===== config.mk =====
export PLATFORM = sky130hd
export DESIGN_NAME = mac_top
export DESIGN_NICKNAME = d
export VERILOG_FILES = /design/src/design/mac_pkg.sv /design/src/design/mac_if.sv /design/src/design/cla_adder.sv /design/src/design/array_multiplier.sv /design/src/design/mac_datapath.sv /design/src/design/apb_mac_regs.sv /design/src/design/mac_top.sv
export SDC_FILE = /design/constraint.sdc
export NUM_CORES = 1
export LEC_CHECK = 0
export ABC_AREA = 1
export BUFFER_PORTS_ARGS = -buffer_cell sky130_fd_sc_hd__buf_2
export CELL_PAD_IN_SITES_DETAIL_PLACEMENT = 1
export CELL_PAD_IN_SITES_GLOBAL_PLACEMENT = 1
export CORE_AREA = 3 3 115 117
export CTS_CLUSTER_SIZE = 24
export DETAILED_ROUTE_END_ITERATION = 10
export DIE_AREA = 0 0 118 120
export GPL_ROUTABILITY_DRIVEN = 0
export HOLD_SLACK_MARGIN = 0.12
export MAX_ROUTING_LAYER = met4
export PLACE_DENSITY = 0.89
export REMOVE_ABC_BUFFERS = 1
export SETUP_SLACK_MARGIN = 0.02
export SLEW_MARGIN = 20
export SYNTH_ARGS = -nofsm -noshare
export SYNTH_HDL_FRONTEND = slang
export SYNTH_SLANG_ARGS = --single-unit

===== constraint.sdc =====
create_clock -name C -period 5.35 [get_ports C]
set_input_delay 0.8025 -clock C [delete_from_list [all_inputs] [get_ports C]]
set_output_delay 0.8025 -clock C [all_outputs]
set_load 0.1 [all_outputs]

===== src/design/mac_pkg.sv =====
`default_nettype none

package mac_pkg;

  // apb byte address, enough for four word registers.
  typedef logic [3:0] apb_addr_t;

  // apb data word.
  typedef logic [31:0] apb_data_t;

  // scale shift amount, 0 to 3 bit positions.
  typedef logic [1:0] shift_t;

  // register map.
  localparam apb_addr_t ADDR_OPERANDS = 4'h0;
  localparam apb_addr_t ADDR_CTRL     = 4'h4;
  localparam apb_addr_t ADDR_ACC      = 4'h8;
  localparam apb_addr_t ADDR_RESULT   = 4'hC;

endpackage

`default_nettype wire


===== src/design/mac_if.sv =====
`timescale 1ns/1ns
`default_nettype none

interface mac_if
  import mac_pkg::*;
#(
  parameter int OP_W  = 8,
  parameter int ACC_W = 16
);

  // operands and command pulses from the register block.
  logic [OP_W-1:0]  op_a;
  logic [OP_W-1:0]  op_b;
  logic             step;
  logic             clear;
  shift_t           shift;

  // status and results from the datapath.
  logic [ACC_W-1:0] acc;
  logic [ACC_W-1:0] quotient;
  logic [2:0]       remainder;
  logic             overflow;

  modport regs (
    output op_a, op_b, step, clear, shift,
    input  acc, quotient, remainder, overflow
  );

  modport datapath (
    input  op_a, op_b, step, clear, shift,
    output acc, quotient, remainder, overflow
  );

endinterface

`default_nettype wire


===== src/design/cla_adder.sv =====
`timescale 1ns/1ns
`default_nettype none

module cla_adder #(
  parameter int WIDTH = 16
) (
  input  logic [WIDTH-1:0] a,
  input  logic [WIDTH-1:0] b,
  input  logic             cin,
  output logic [WIDTH-1:0] sum,
  output logic             cout
);

  localparam int NG = WIDTH / 4;

  logic [WIDTH-1:0] p;
  logic [WIDTH-1:0] g;
  logic [NG-1:0]    grp_p;
  logic [NG-1:0]    grp_g;
  logic [NG:0]      grp_c;

  assign p = a ^ b;
  assign g = a & b;

  // each group resolves its own carries from the group carry in.
  genvar k;
  generate
    for (k = 0; k < NG; k++)
    begin : g_group
      logic [3:0] gp;
      logic [3:0] gg;
      logic [3:0] c;

      assign gp = p[4*k +: 4];
      assign gg = g[4*k +: 4];

      assign c[0] = grp_c[k];
      assign c[1] = gg[0] | (gp[0] & grp_c[k]);
      assign c[2] = gg[1] | (gp[1] & gg[0]) | (gp[1] & gp[0] & grp_c[k]);
      assign c[3] = gg[2] | (gp[2] & gg[1]) | (gp[2] & gp[1] & gg[0]) |
                    (gp[2] & gp[1] & gp[0] & grp_c[k]);

      assign sum[4*k +: 4] = gp ^ c;

      assign grp_p[k] = &gp;
      assign grp_g[k] = gg[3] | (gp[3] & gg[2]) | (gp[3] & gp[2] & gg[1]) |
                        (gp[3] & gp[2] & gp[1] & gg[0]);
    end
  endgenerate

  // second lookahead level, expanded to a flat sum of products per group.
  always_comb
  begin
    logic term;
    logic carry;
    grp_c[0] = cin;
    for (int k2 = 1; k2 <= NG; k2++)
    begin
      term = cin;
      for (int m = 0; m < k2; m++)
        term = term & grp_p[m];
      carry = term;
      for (int j = 0; j < k2; j++)
      begin
        term = grp_g[j];
        for (int m = j + 1; m < k2; m++)
          term = term & grp_p[m];
        carry = carry | term;
      end
      grp_c[k2] = carry;
    end
  end

  assign cout = grp_c[NG];

endmodule

`default_nettype wire


===== src/design/array_multiplier.sv =====
`timescale 1ns/1ns
`default_nettype none

module array_multiplier #(
  parameter int OP_W = 8
) (
  input  logic [OP_W-1:0]   a,
  input  logic [OP_W-1:0]   b,
  output logic [2*OP_W-1:0] product
);

  localparam int PW = 2 * OP_W;

  logic [PW-1:0] a_ext;
  logic [PW-1:0] pp [OP_W];
  logic [PW-1:0] partial_sum [OP_W+1];

  assign a_ext = PW'(a);
  assign partial_sum[0] = '0;

  // row i is a shifted left by i, kept only when b[i] is set.
  genvar i;
  generate
    for (i = 0; i < OP_W; i++)
    begin : g_row
      assign pp[i] = (a_ext << i) & {PW{b[i]}};
      assign partial_sum[i+1] = partial_sum[i] + pp[i];
    end
  endgenerate

  assign product = partial_sum[OP_W];

endmodule

`default_nettype wire


===== src/design/mac_datapath.sv =====
`timescale 1ns/1ns
`default_nettype none

module mac_datapath #(
  parameter int OP_W  = 8,
  parameter int ACC_W = 16
) (
  input  logic   C,
  input  logic   CLR,
  mac_if.datapath bus
);

  logic [2*OP_W-1:0] product;
  logic [ACC_W-1:0]  addend;
  logic [ACC_W-1:0]  sum;
  logic              carry_out;
  logic [ACC_W-1:0]  acc_q;
  logic              overflow_q;
  logic [2:0]        rem;

  array_multiplier #(
    .OP_W (OP_W)
  ) mult_i (
    .a       (bus.op_a),
    .b       (bus.op_b),
    .product (product)
  );

  // the product is unsigned, so it widens with zeros.
  assign addend = ACC_W'(product);

  cla_adder #(
    .WIDTH (ACC_W)
  ) add_i (
    .a    (acc_q),
    .b    (addend),
    .cin  (1'b0),
    .sum  (sum),
    .cout (carry_out)
  );

  // accumulator; a clear pulse takes priority over a step.
  always_ff @(posedge C or posedge CLR)
  begin
    if (CLR)
      acc_q <= '0;
    else if (bus.clear)
      acc_q <= '0;
    else if (bus.step)
      acc_q <= sum;
  end

  // overflow stays set until the accumulator is cleared.
  always_ff @(posedge C or posedge CLR)
  begin
    if (CLR)
      overflow_q <= 1'b0;
    else if (bus.clear)
      overflow_q <= 1'b0;
    else if (bus.step && carry_out)
      overflow_q <= 1'b1;
  end

  // the bits shifted out form the remainder.
  always_comb
  begin
    case (bus.shift)
      2'd0:    rem = 3'b000;
      2'd1:    rem = {2'b00, acc_q[0]};
      2'd2:    rem = {1'b0, acc_q[1:0]};
      default: rem = acc_q[2:0];
    endcase
  end

  assign bus.acc       = acc_q;
  assign bus.overflow  = overflow_q;
  assign bus.quotient  = acc_q >> bus.shift;
  assign bus.remainder = rem;

endmodule

`default_nettype wire


===== src/design/apb_mac_regs.sv =====
`timescale 1ns/1ns
`default_nettype none

module apb_mac_regs
  import mac_pkg::*;
#(
  parameter int OP_W  = 8,
  parameter int ACC_W = 16
) (
  input  logic      C,
  input  logic      CLR,
  input  logic      psel,
  input  logic      penable,
  input  logic      pwrite,
  input  apb_addr_t paddr,
  input  apb_data_t pwdata,
  output apb_data_t prdata,
  output logic      pslverr,
  mac_if.regs       bus
);

  logic            access;
  logic            wr;
  logic            rd;
  logic            hit_operands;
  logic            hit_ctrl;
  logic            hit_acc;
  logic            hit_result;
  logic            mapped;
  logic            wr_operands;
  logic            wr_ctrl;
  logic [OP_W-1:0] op_a_q;
  logic [OP_W-1:0] op_b_q;
  shift_t          shift_q;
  apb_data_t       rdata;

  // with pready tied high every access phase completes at the next edge.
  assign access = psel & penable;
  assign wr     = access & pwrite;
  assign rd     = access & ~pwrite;

  assign hit_operands = (paddr == ADDR_OPERANDS);
  assign hit_ctrl     = (paddr == ADDR_CTRL);
  assign hit_acc      = (paddr == ADDR_ACC);
  assign hit_result   = (paddr == ADDR_RESULT);
  assign mapped       = hit_operands | hit_ctrl | hit_acc | hit_result;

  assign wr_operands = wr & hit_operands;
  assign wr_ctrl     = wr & hit_ctrl;

  // ACC and RESULT are read only, so a write to either is an error.
  assign pslverr = access & (~mapped | (pwrite & (hit_acc | hit_result)));

  always_ff @(posedge C or posedge CLR)
  begin
    if (CLR)
    begin
      op_a_q <= '0;
      op_b_q <= '0;
    end
    else if (wr_operands)
    begin
      op_a_q <= pwdata[OP_W-1:0];
      op_b_q <= pwdata[OP_W+7:8];
    end
  end

  always_ff @(posedge C or posedge CLR)
  begin
    if (CLR)
      shift_q <= '0;
    else if (wr_ctrl)
      shift_q <= pwdata[2:1];
  end

  // the operands being written go straight to the multiplier, so the step
  // in this cycle uses them and not the previous values.
  assign bus.op_a  = wr_operands ? pwdata[OP_W-1:0] : op_a_q;
  assign bus.op_b  = wr_operands ? pwdata[OP_W+7:8] : op_b_q;
  assign bus.step  = wr_operands;
  assign bus.clear = wr_ctrl & pwdata[0];
  assign bus.shift = shift_q;

  // read multiplexer.
  always_comb
  begin
    rdata = '0;
    case (paddr)
      ADDR_OPERANDS:
      begin
        rdata[OP_W-1:0]  = op_a_q;
        rdata[OP_W+7:8]  = op_b_q;
      end
      ADDR_CTRL:
      begin
        rdata[2:1] = shift_q;
      end
      ADDR_ACC:
      begin
        rdata[ACC_W-1:0] = bus.acc;
      end
      ADDR_RESULT:
      begin
        rdata[ACC_W-1:0] = bus.quotient;
        rdata[30:28]     = bus.remainder;
        rdata[31]        = bus.overflow;
      end
      default:
      begin
        rdata = '0;
      end
    endcase
  end

  // read data is only presented in the access phase of a read.
  assign prdata = rd ? rdata : '0;

endmodule

`default_nettype wire


===== src/design/mac_top.sv =====
`timescale 1ns/1ns
`default_nettype none

module mac_top
  import mac_pkg::*;
#(
  parameter int OP_W  = 8,
  parameter int ACC_W = 16
) (
  input  logic      C,
  input  logic      CLR,
  input  logic      psel,
  input  logic      penable,
  input  logic      pwrite,
  input  apb_addr_t paddr,
  input  apb_data_t pwdata,
  output apb_data_t prdata,
  output logic      pready,
  output logic      pslverr
);

  mac_if #(
    .OP_W  (OP_W),
    .ACC_W (ACC_W)
  ) mac_bus ();

  apb_mac_regs #(
    .OP_W  (OP_W),
    .ACC_W (ACC_W)
  ) regs_i (
    .C       (C),
    .CLR     (CLR),
    .psel    (psel),
    .penable (penable),
    .pwrite  (pwrite),
    .paddr   (paddr),
    .pwdata  (pwdata),
    .prdata  (prdata),
    .pslverr (pslverr),
    .bus     (mac_bus.regs)
  );

  mac_datapath #(
    .OP_W  (OP_W),
    .ACC_W (ACC_W)
  ) datapath_i (
    .C   (C),
    .CLR (CLR),
    .bus (mac_bus.datapath)
  );

  // the slave never inserts wait states.
  assign pready = 1'b1;

endmodule

`default_nettype wire


After elaboration in Yosys (flattened, before gate mapping)
Cells that the tools add are included.
Widths: inputs -> output; s select.
- word-level logic and storage cells: 163
- output and inout bits: 34
- flip-flop bits (word level): 35
- shift operators: 1
- mux-type cells: 12
- $add $sub $neg: 7
- bitwise operators: 125
- equal/unequal tests: 5
- reduce and logical (&&, ||, !) cells: 8
- operators by type and width (kind ; count):
    $add 16x16->16 ; 7
    $and 1x1->1 ; 65
    $or 1x1->1 ; 44
    $pmux 13 s3 ; 1
    $mux 16 ; 2
    $mux 32 ; 1
    $and 10x16->16 ; 1
    $and 11x16->16 ; 1
    $and 12x16->16 ; 1
    $and 13x16->16 ; 1
    $and 14x16->16 ; 1
    $and 15x16->16 ; 1
    $and 16x16->16 ; 1
    $and 8x16->16 ; 1
    $and 9x16->16 ; 1
    $mux 8 ; 2
    $shr 16x2->16 ; 1
    $xor 16x16->16 ; 1
    $xor 4x4->4 ; 4
    $reduce_and 4->1 ; 3
    $pmux 3 s3 ; 1
    $eq 4x4->1 const B ; 2
    $pmux 2 s4 ; 1
    $eq 4x3->1 const B ; 1
    10 further kinds ; 13

Depth between registers and ports, before layout
Gate-level depths: netlist of the first run.
- depth in word-level cells: 26
- gate-level depth with buffers: 38
- depth with buffers taken out: 37

Hierarchy
A second synthesis of the first run with hierarchy kept.
- cell total of the unflattened synthesis: 849
- area, all modules: 5601.6 um^2
- modules (own cells, without submodules) (module ; area an instance (um^2) ; cells each ; sequential area each (um^2) ; instances):
    array_multiplier ; 2152.1 ; 320 ; 0.0 ; 1
    apb_mac_regs ; 1470.2 ; 224 ; 450.4 ; 1
    mac_datapath ; 1163.6 ; 179 ; 425.4 ; 1
    cla_adder ; 804.5 ; 124 ; 0.0 ; 1
    mac_top ; 11.3 ; 2 ; 0.0 ; 1

Least setup slack after synthesis of the first run
OpenSTA, ideal clock, no wires.
- kind: input -> output
- from: input psel
- to: output prdata[28]
- data arrival time: 5952 ps
- path buffers: 0
- required time: 4548 ps
- slack: -1405 ps
- stages on the path: 4
- cell sequence: nand2_1 -> nor2_1 -> clkinv_1 -> a2111oi_0
- cells in the longest elaborated chain, start to end: 3
- ends and longest elaborated chain (what ; RTL line ; source):
    start, declared ; mac_top.sv:12 ; input logic psel,
    $and 1x1->1 ; apb_mac_regs.sv:38 ; assign access = psel & penable;
    $and 1x1->1 ; apb_mac_regs.sv:40 ; assign rd = access & ~pwrite;
    $mux 32 ; apb_mac_regs.sv:116 ; assign prdata = rd ? rdata : '0;
    end, declared ; mac_top.sv:17 ; output apb_data_t prdata,
Every way passes these cells.

Final worst setup path of the first run
- from: input paddr[1]
- to: register datapath_i.acc_q[13] (netlist: datapath_i.bus.acc[13])
- cells in the longest elaborated chain, start to end: 25
- elaborated cells on any way between the ends: 61
- ends and longest elaborated chain (what ; RTL line ; source):
    start, declared ; mac_top.sv:15 ; input apb_addr_t paddr,
    $logic_not 4->1 (*) ; apb_mac_regs.sv:42 ; assign hit_operands = (paddr == ADDR_OPERANDS);
    $and 1x1->1 (*) ; apb_mac_regs.sv:48 ; assign wr_operands = wr & hit_operands;
    $mux 8 (*) ; apb_mac_regs.sv:78 ; assign bus.op_a = wr_operands ? pwdata[OP_W-1:0] : op_a_q;
    net datapath_i.bus.op_a[2] ; mac_if.sv:30 ; input op_a, op_b, step, clear, shift,
    $and 8x16->16 / $and 9x16->16 (equally long branches) ; array_multiplier.sv:26 ; assign pp[i] = (a_ext << i) & {PW{b[i]}};
    $add 16x16->16 (6 in series) ; array_multiplier.sv:27 ; assign partial_sum[i+1] = partial_sum[i] + pp[i];
    $add 16x16->16 (*) ; array_multiplier.sv:27 ;
    $xor 16x16->16 / $and 16x16->16 (equally long branches) ; cla_adder.sv:22, cla_adder.sv:23 ;
    (+3 left out) ; n/a ;
    $or 1x1->1 ; cla_adder.sv:46 ; assign grp_g[k] = gg[3] | (gp[3] & gg[2]) | (gp[3] & gp[2] & gg[1]) |
    $and 1x1->1 (2 in series) ; cla_adder.sv:67 ; term = term & grp_p[m];
    $or 1x1->1 (2 in series) ; cla_adder.sv:68 ; carry = carry | term;
    $and 1x1->1 ; cla_adder.sv:38 ; assign c[1] = gg[0] | (gp[0] & grp_c[k]);
    $or 1x1->1 ; cla_adder.sv:38 ;
    $xor 4x4->4 (*) ; cla_adder.sv:43 ; assign sum[4*k +: 4] = gp ^ c;
    $mux 16 (*) ; mac_datapath.sv:49 ; else if (bus.step)
    $mux 16 (*) ; mac_datapath.sv:47 ; else if (bus.clear)
    end signal, assigned ; mac_datapath.sv:50 ; acc_q <= sum;
    end, declared ; mac_datapath.sv:17 ; logic [ACC_W-1:0] acc_q;
The timed path passes the listed nets; every way through them passes the cells marked *. The select of a mux whose other input is x is not followed.
A chain may end at the register's enable or synchronous reset.

==> flow_summary.ini, run 1 <==
[route]
num_vias = 6129
drc = 0
drt-initial-drc-count = 604
totalWireLength_mm = 27.3
ant_nets = 0
viasPerCell = 6.05
routedWlPerCell_um = 27.0
first_pass_iters = 6

[final_layout]
nets = 971
final_common_cell = buf_4
final_cell_mix = buf_4, nand2_1, inv_1
diodes = 0
area_delta_synth_final_pct = 53.2
drive_gt1_share_pct = 44.5

[clocking]
cts-root-buf = clkbuf_16
cts_buffers = 5
clock_path_buffers = 2
worstSkewPairLatency_ns = 0.30
cts_num_sinks = 35
htreeDepth = 2
tritoncts = done
clkTransAtPathRegs_ns = 0.06
postCtsHoldBufs = 0

[die]
dieHeight_um = 120
initial_core_util_pct = 38.2
io-pin-count = 75
rows = 41
coreArea_um2 = 12500
die_w_um = 118
dieArea_um2 = 14200

[critical_path]
path_class = input pin to flip-flop
worst_ep_arrival_time_ns = 6.87
reg2regPathDepth = 24
crit_path_frequent_cell = fa_1
crit_family = adder cells
path_buf_inv = 6
cp_slowest_stage_delay_ns = 0.64
cp_data_required_time_ns = 5.56
cp-start-kind = input pin
slowest_stage = fa_1
cp_max_fo = 8
path_depth = 30
endpoint_kind = flip-flop

[sta]
post-route-period-util_pct = 124
setup_violations = 10
final-hold-violation-count = 0
max_freq_ghz = 0.150
setup_tns_ns = -10.41
finClkSkew_ns = 0.00770
slew_headroom_pct = 33.7
setup_ws_ns = -1.31
period_minus_slack_ns = 6.66
tightestPinTransition_ns = 0.991
slew_viol_final = 0
grt_setup_unrepaired = yes

[placement]
port-buffer-count = 45
hpwl_mm = 14.6

[outcome]
outcome = complete, but fails checks
violations = setup timing

[flow_run]
maxCapViolations = 0

[logic_synthesis]
yosys_warnings = 0
ys.flop_type = dfrtp_1
synth_seq_area_share_pct = 18.4
synth_edf_count = 0
synth.avg_cell_area_um2 = 7.46
synth_cell_types = 37
synthesis.area_um2 = 4760
synth_cells = 638
synthArstFlopShare_pct = 100
ys_ff_latch = 35

[hold_path]
whs_path_depth = 2
hold_path.class = flip-flop to flip-flop

[global_routing]
antenna_found_initial = 0
grt_pass1_vias = 6573
grt_pass1_wl_mm = 36.9
grt.overflow.total = 0
grt_usage_pct = 35.0
grt_max_degree = 36
==> sequential cells by signal (all words and copies together), names as in the netlist <==
name	cells
datapath_i.bus.overflow	1
regs_i.bus.shift	2
datapath_i.bus.acc	16
regs_i.op_b_q	8
regs_i.op_a_q	8
==> final timing paths <==
kind	start	to	slack [ns]
setup / recovery	paddr[1]	datapath_i.bus.acc[13]$_DFFE_PP0P_	-1.31
setup reg to reg	regs_i.op_a_q[6]$_DFF_PP0_	datapath_i.bus.acc[13]$_DFFE_PP0P_	-0.45
hold / removal	datapath_i.bus.overflow$_DFFE_PP0P_	datapath_i.bus.overflow$_DFFE_PP0P_	0.53
max in group asynchronous	CLR	regs_i.op_b_q[0]$_DFF_PP0_	4.36
hold reg to reg	datapath_i.bus.overflow$_DFFE_PP0P_	datapath_i.bus.overflow$_DFFE_PP0P_	0.53
min in group asynchronous	CLR	datapath_i.bus.overflow$_DFFE_PP0P_	0.62
==> synthesized netlist by cell type (13+ instances only) <==
master,n,area [um^2]
a21oi_1,21,105
inv_1,103,387
o21ai_0,26,130
o22ai_1,14,87.6
nand3_1,20,100
nor2_1,75,282
o21ai_2,16,140
a22oi_1,13,97.6
nand2_1,132,495
dfrtp_1,35,876
buf_4,14,105
fa_1,42,841
inv_2,16,60.1
ha_1,47,588
==> layer usage <==
| metal | global-route usage (%) | part of all wire [%] | vias to the layer above |
|---|---|---|---|
| li1 | - | - | 2415 |
| met5 | - | 0 | - |
| met3 | 5.70 | 8.2 | 241 |
| met1 | 35.3 | 33 | 2950 |
| met4 | 25.6 | 11 | 0 |
| met2 | 61.6 | 48 | 523 |
==> final cells by class <==
class,count,area [um^2]
sequential,35,876
fill,1514,5170
timing repair buffer,211,1580
tap,172,215
inverter,120,483
clock buffer,6,139
clock inverter,1,5.00
multi-input combinational,468,4000
==> per-stage QoR <==
| stage | cells | setup slack (ns) | hold WS (ns) | area [um^2] | util [%] |
|---|---|---|---|---|---|
| CTS | 998 | -0.934 | 0.486 | 6900 | 55.4 |
| finish | 1013 | -1.31 | 0.531 | 7290 | 58.5 |
| floorplan | 623 | -1.56 | 0.441 | 4620 | - |
| detailed placement | 937 | -1.53 | 0.481 | 5820 | 46.7 |
| global placement | 937 | -1.23 | 0.477 | 5820 | 46.7 |
| global route | 1013 | -1.50 | 0.576 | 7290 | 58.5 |
==> repair_timing <==
item                                    4_1_cts  5_1_grt
pin swaps                                    52       36
cloned                                        2        0
endpoints found under the setup margin        9       13
gates resized for setup                     117       76
setup buffers                                53       17
==> kinds of logic (layout without fill, tap and decap cells) <==
logic type	count (synthesis)	in the layout	share of synthesized area, %
AOI/OAI and AO/OA	115	115	15.5
xor gates and xnor gates	13	13	2.39
adders and majority gates	89	89	30.0
buffers and inverters	146	338	13.2
DFF	35	35	18.4
other	2	13	0.158
and+or+nand+nor	238	238	20.3
==> worst min-delay path, delay by kind of cell (launching register included) <==
kind	cells	cell delay, ns
DFF	1	0.35
and+or+nand+nor	2	0.15
Power of run 1 is not shown: default switching activity piles up to over one toggle a cycle in this logic, so the estimate is an artifact.
==> run 2: changes to the inputs <==
REMOVE_ABC_BUFFERS = default   (was 1)
==> run 2 against run 1 <==
  * The flow now stops in global routing (5_1_grt)
  * Area after synthesis stayed put
  * Synthesized cell count stayed put
==> flow_summary.ini, run 2 <==
[logic_synthesis]
ys_ff_latch = 35
synthesis.area_um2 = 4760
synth.avg_cell_area_um2 = 7.46
yosys.area.top_type = dfrtp_1
ys.flop_type = dfrtp_1
synth_top_cell_area_share_pct = 18.4
synth_cells = 638
synth_common_cells = nand2_1, inv_1, nor2_1
synth_most_common_cell = nand2_1
netlist_top_cells_area = dfrtp_1, fa_1, ha_1
synthArstFlopShare_pct = 100
yosys_warnings = 0
synth_cell_types = 37
synth_seq_area_share_pct = 18.4
synth_edf_count = 0

[global_routing]
grt_max_degree = 36
grt_usage_pct = 68.7
grt.overflow.total = 7
antenna_found_initial = 8

[die]
die_w_um = 118
rows = 41
dieHeight_um = 120
initial_core_util_pct = 38.2
io-pin-count = 75

[placement]
dpl_cell_area_um2 = 5890
pre_cts_ws_ns = -1.44
port-buffer-count = 45
numPlacedInstances = 924
hpwl_mm = 15.4

[clocking]
cts_buffers = 5
cts_num_sinks = 35
cts-root-buf = clkbuf_16
htreeDepth = 2
clock_path_buffers = 2

[outcome]
failing_step = global routing (5_1_grt)
outcome = aborted with a tool error
error = [ERROR GRT-0232] Routing congestion too high. Check the congestion heatmap in the GUI.

[sta]
worst_endpoint = datapath_i.bus.acc[12]$_DFFE_PP0P_/D
worstEpCategory = register data pin
run 2: cell counts after synthesis:
No cell type changed its count.
run 2: repair_timing:
item / 4_1_cts
endpoints found under the setup margin: 10
pin swaps: 56
resized for setup: 84
hold buffers: 0
gates cloned: 3
buffers inserted: 40
run 2: cells by family after synthesis:
group	share of synthesized area, %
simple gates	20.3
buf+inv	13.2
compound gates	15.5
fa+ha+maj	30.0
flops	18.4
xor+xnor	2.39
other cells	0.158
run 2: per-layer routing:
metal  GRT overflow  global-route usage (%)
met2              5                    84.5
met3              0                    57.4
met5              -                       -
met4              2                    66.7
met1              0                    63.6
run 2: per-stage QoR:
stage / hold WS, ns / TNS [ns]
CTS: 0.486 / -6.18
detailed placement: 0.468 / -10.80
global placement: 0.463 / -7.34
floorplan: 0.441 / -3.15
==> run 3: changes to the inputs <==
CELL_PAD_IN_SITES_DETAIL_PLACEMENT = default   (was 1)
CELL_PAD_IN_SITES_GLOBAL_PLACEMENT = default   (was 1)
CORE_AREA = 3 3 130 132   (was 3 3 115 117)
CTS_CLUSTER_SIZE = default   (was 24)
DIE_AREA = 0 0 133 135   (was 0 0 118 120)
HOLD_SLACK_MARGIN = default   (was 0.12)
MAX_ROUTING_LAYER = default   (was met4)
PLACE_DENSITY = default   (was 0.89)
PLACE_DENSITY_LB_ADDON = 0.15   (was default)
SETUP_SLACK_MARGIN = default   (was 0.02)
clock period = 7 ns   (was 5.35 ns; I/O delays follow)
==> run 3 against run 2 <==
  * The flow now finishes without violations
==> flow_summary.ini, run 3 (synthesized netlist as in run 1, its figures left out) <==
[clocking]
clkTransAtPathRegs_ns = 0.05
clock_path_buffers = 2
tritoncts = done
worstSkewPairLatency_ns = 0.29
htreeDepth = 2
cts_num_sinks = 35
cts-root-buf = clkbuf_16
cts_buffers = 5
postCtsHoldBufs = 0

[critical_path]
path_class = input pin to flip-flop
cp_data_required_time_ns = 7.20
cp-start-kind = input pin
cp_slowest_stage_delay_ns = 0.57
crit_path_frequent_cell = fa_1
slowest_stage = fa_1
endpoint_kind = flip-flop
worst_ep_arrival_time_ns = 6.81
cp_max_fo = 11

[route]
drc = 0
num_vias = 4428
viasPerCell = 4.71
routedWlPerCell_um = 15.1
ant_nets = 0
first_pass_iters = 5
drt-initial-drc-count = 237
totalWireLength_mm = 14.2

[placement]
pre_cts_ws_ns = -0.0892
hpwl_mm = 11.8
port-buffer-count = 45

[final_layout]
final_cell_mix = nand2_1, inv_1, nor2_1
final_common_cell = nand2_1
fill_cells = 1662
largest_reg_flops = 16
drive_gt1_share_pct = 21.1
nets = 853
area_delta_synth_final_pct = 20.9
diodes = 0

[outcome]
outcome = complete, no violations

[die]
initial_core_util_pct = 30.1
dieHeight_um = 135
dieArea_um2 = 18000
coreArea_um2 = 15800
rows = 46
io-pin-count = 75
die_w_um = 133

[sta]
slew_viol_final = 0
final-hold-violation-count = 0
setup_ws_ns = 0.389
tightestPinTransition_ns = 0.865
fin_hold_ws_ns = 0.481
period_minus_slack_ns = 6.61
finClkSkew_ns = 0.00662
post-route-period-util_pct = 94.4
max_freq_ghz = 0.151
setup_violations = 0
slew_headroom_pct = 42.1

[hold_path]
hold_path.class = flip-flop to flip-flop

[global_routing]
antenna_found_initial = 0
grt.overflow.total = 0
grt_usage_pct = 16.5
grt_pass1_wl_mm = 23.6
grt_max_degree = 36
grt_pass1_vias = 4490

[flow_run]
maxCapViolations = 0
-- run 3: routing by layer --
metal	track usage, %	vias to the layer above	routed length [um]
met3	2.38	20	642
met5	0	-	0
met2	27.6	121	6650
li1	-	2187	-
met4	5.14	0	348
met1	22.0	2100	6600
-- run 3: worst paths after layout --
kind	end	slack, ns	cells after the start	from
hold reg to reg	datapath_i.bus.overflow$_DFFE_PP0P_	0.48	2	datapath_i.bus.overflow$_DFFE_PP0P_
min in group asynchronous	datapath_i.bus.overflow$_DFFE_PP0P_	0.87	3	CLR
setup / recovery	datapath_i.bus.acc[13]$_DFFE_PP0P_	0.39	32	paddr[0]
hold / removal	datapath_i.bus.overflow$_DFFE_PP0P_	0.48	2	datapath_i.bus.overflow$_DFFE_PP0P_
setup reg to reg	datapath_i.bus.acc[13]$_DFFE_PP0P_	1.48	24	regs_i.op_b_q[4]$_DFF_PP0_
max in group asynchronous	regs_i.op_b_q[1]$_DFF_PP0_	5.77	3	CLR
-- run 3: worst max-delay path, delay by kind of cell --
kind                     cells  cell delay, ns
adder cells (fa/ha/maj)      8            3.10
AND/OR/NAND/NOR             11            1.28
buffers and inverters        7            0.64
AO/OA/AOI/OAI                4            0.44
XOR/XNOR                     2            0.30
-- run 3: layout make-up --
cell class	instances	area (um^2)	area share, %
clock inverter	1	8.76	0.152
multi-input combinational	468	3380	58.8
inverter	120	450	7.83
sequential	35	876	15.2
clock buffer	7	143	2.48
timing repair buffer	93	619	10.8
tap	216	270	4.70
-- run 3: what timing repair did --
item	4_1_cts	5_1_grt
hold endpoints to repair	0	0
buffers inserted	0	2
setup endpoints to repair	0	5
gates resized for setup	0	21
-- run 3: per-stage QoR --
stage          TNS, ns  area, um^2  util [%]  instances
2_1_floorplan        0        4800         -        649
3_5_place_dp    -0.169        5470      34.6        929
4_1_cts              0        5620      35.5        937
5_1_grt        -0.0100        5750      36.3        940
6_report             0        5750      36.3        940
3_3_place_gp   -0.0303        5470      34.6        929
Power of run 3 is left out for the same reason.
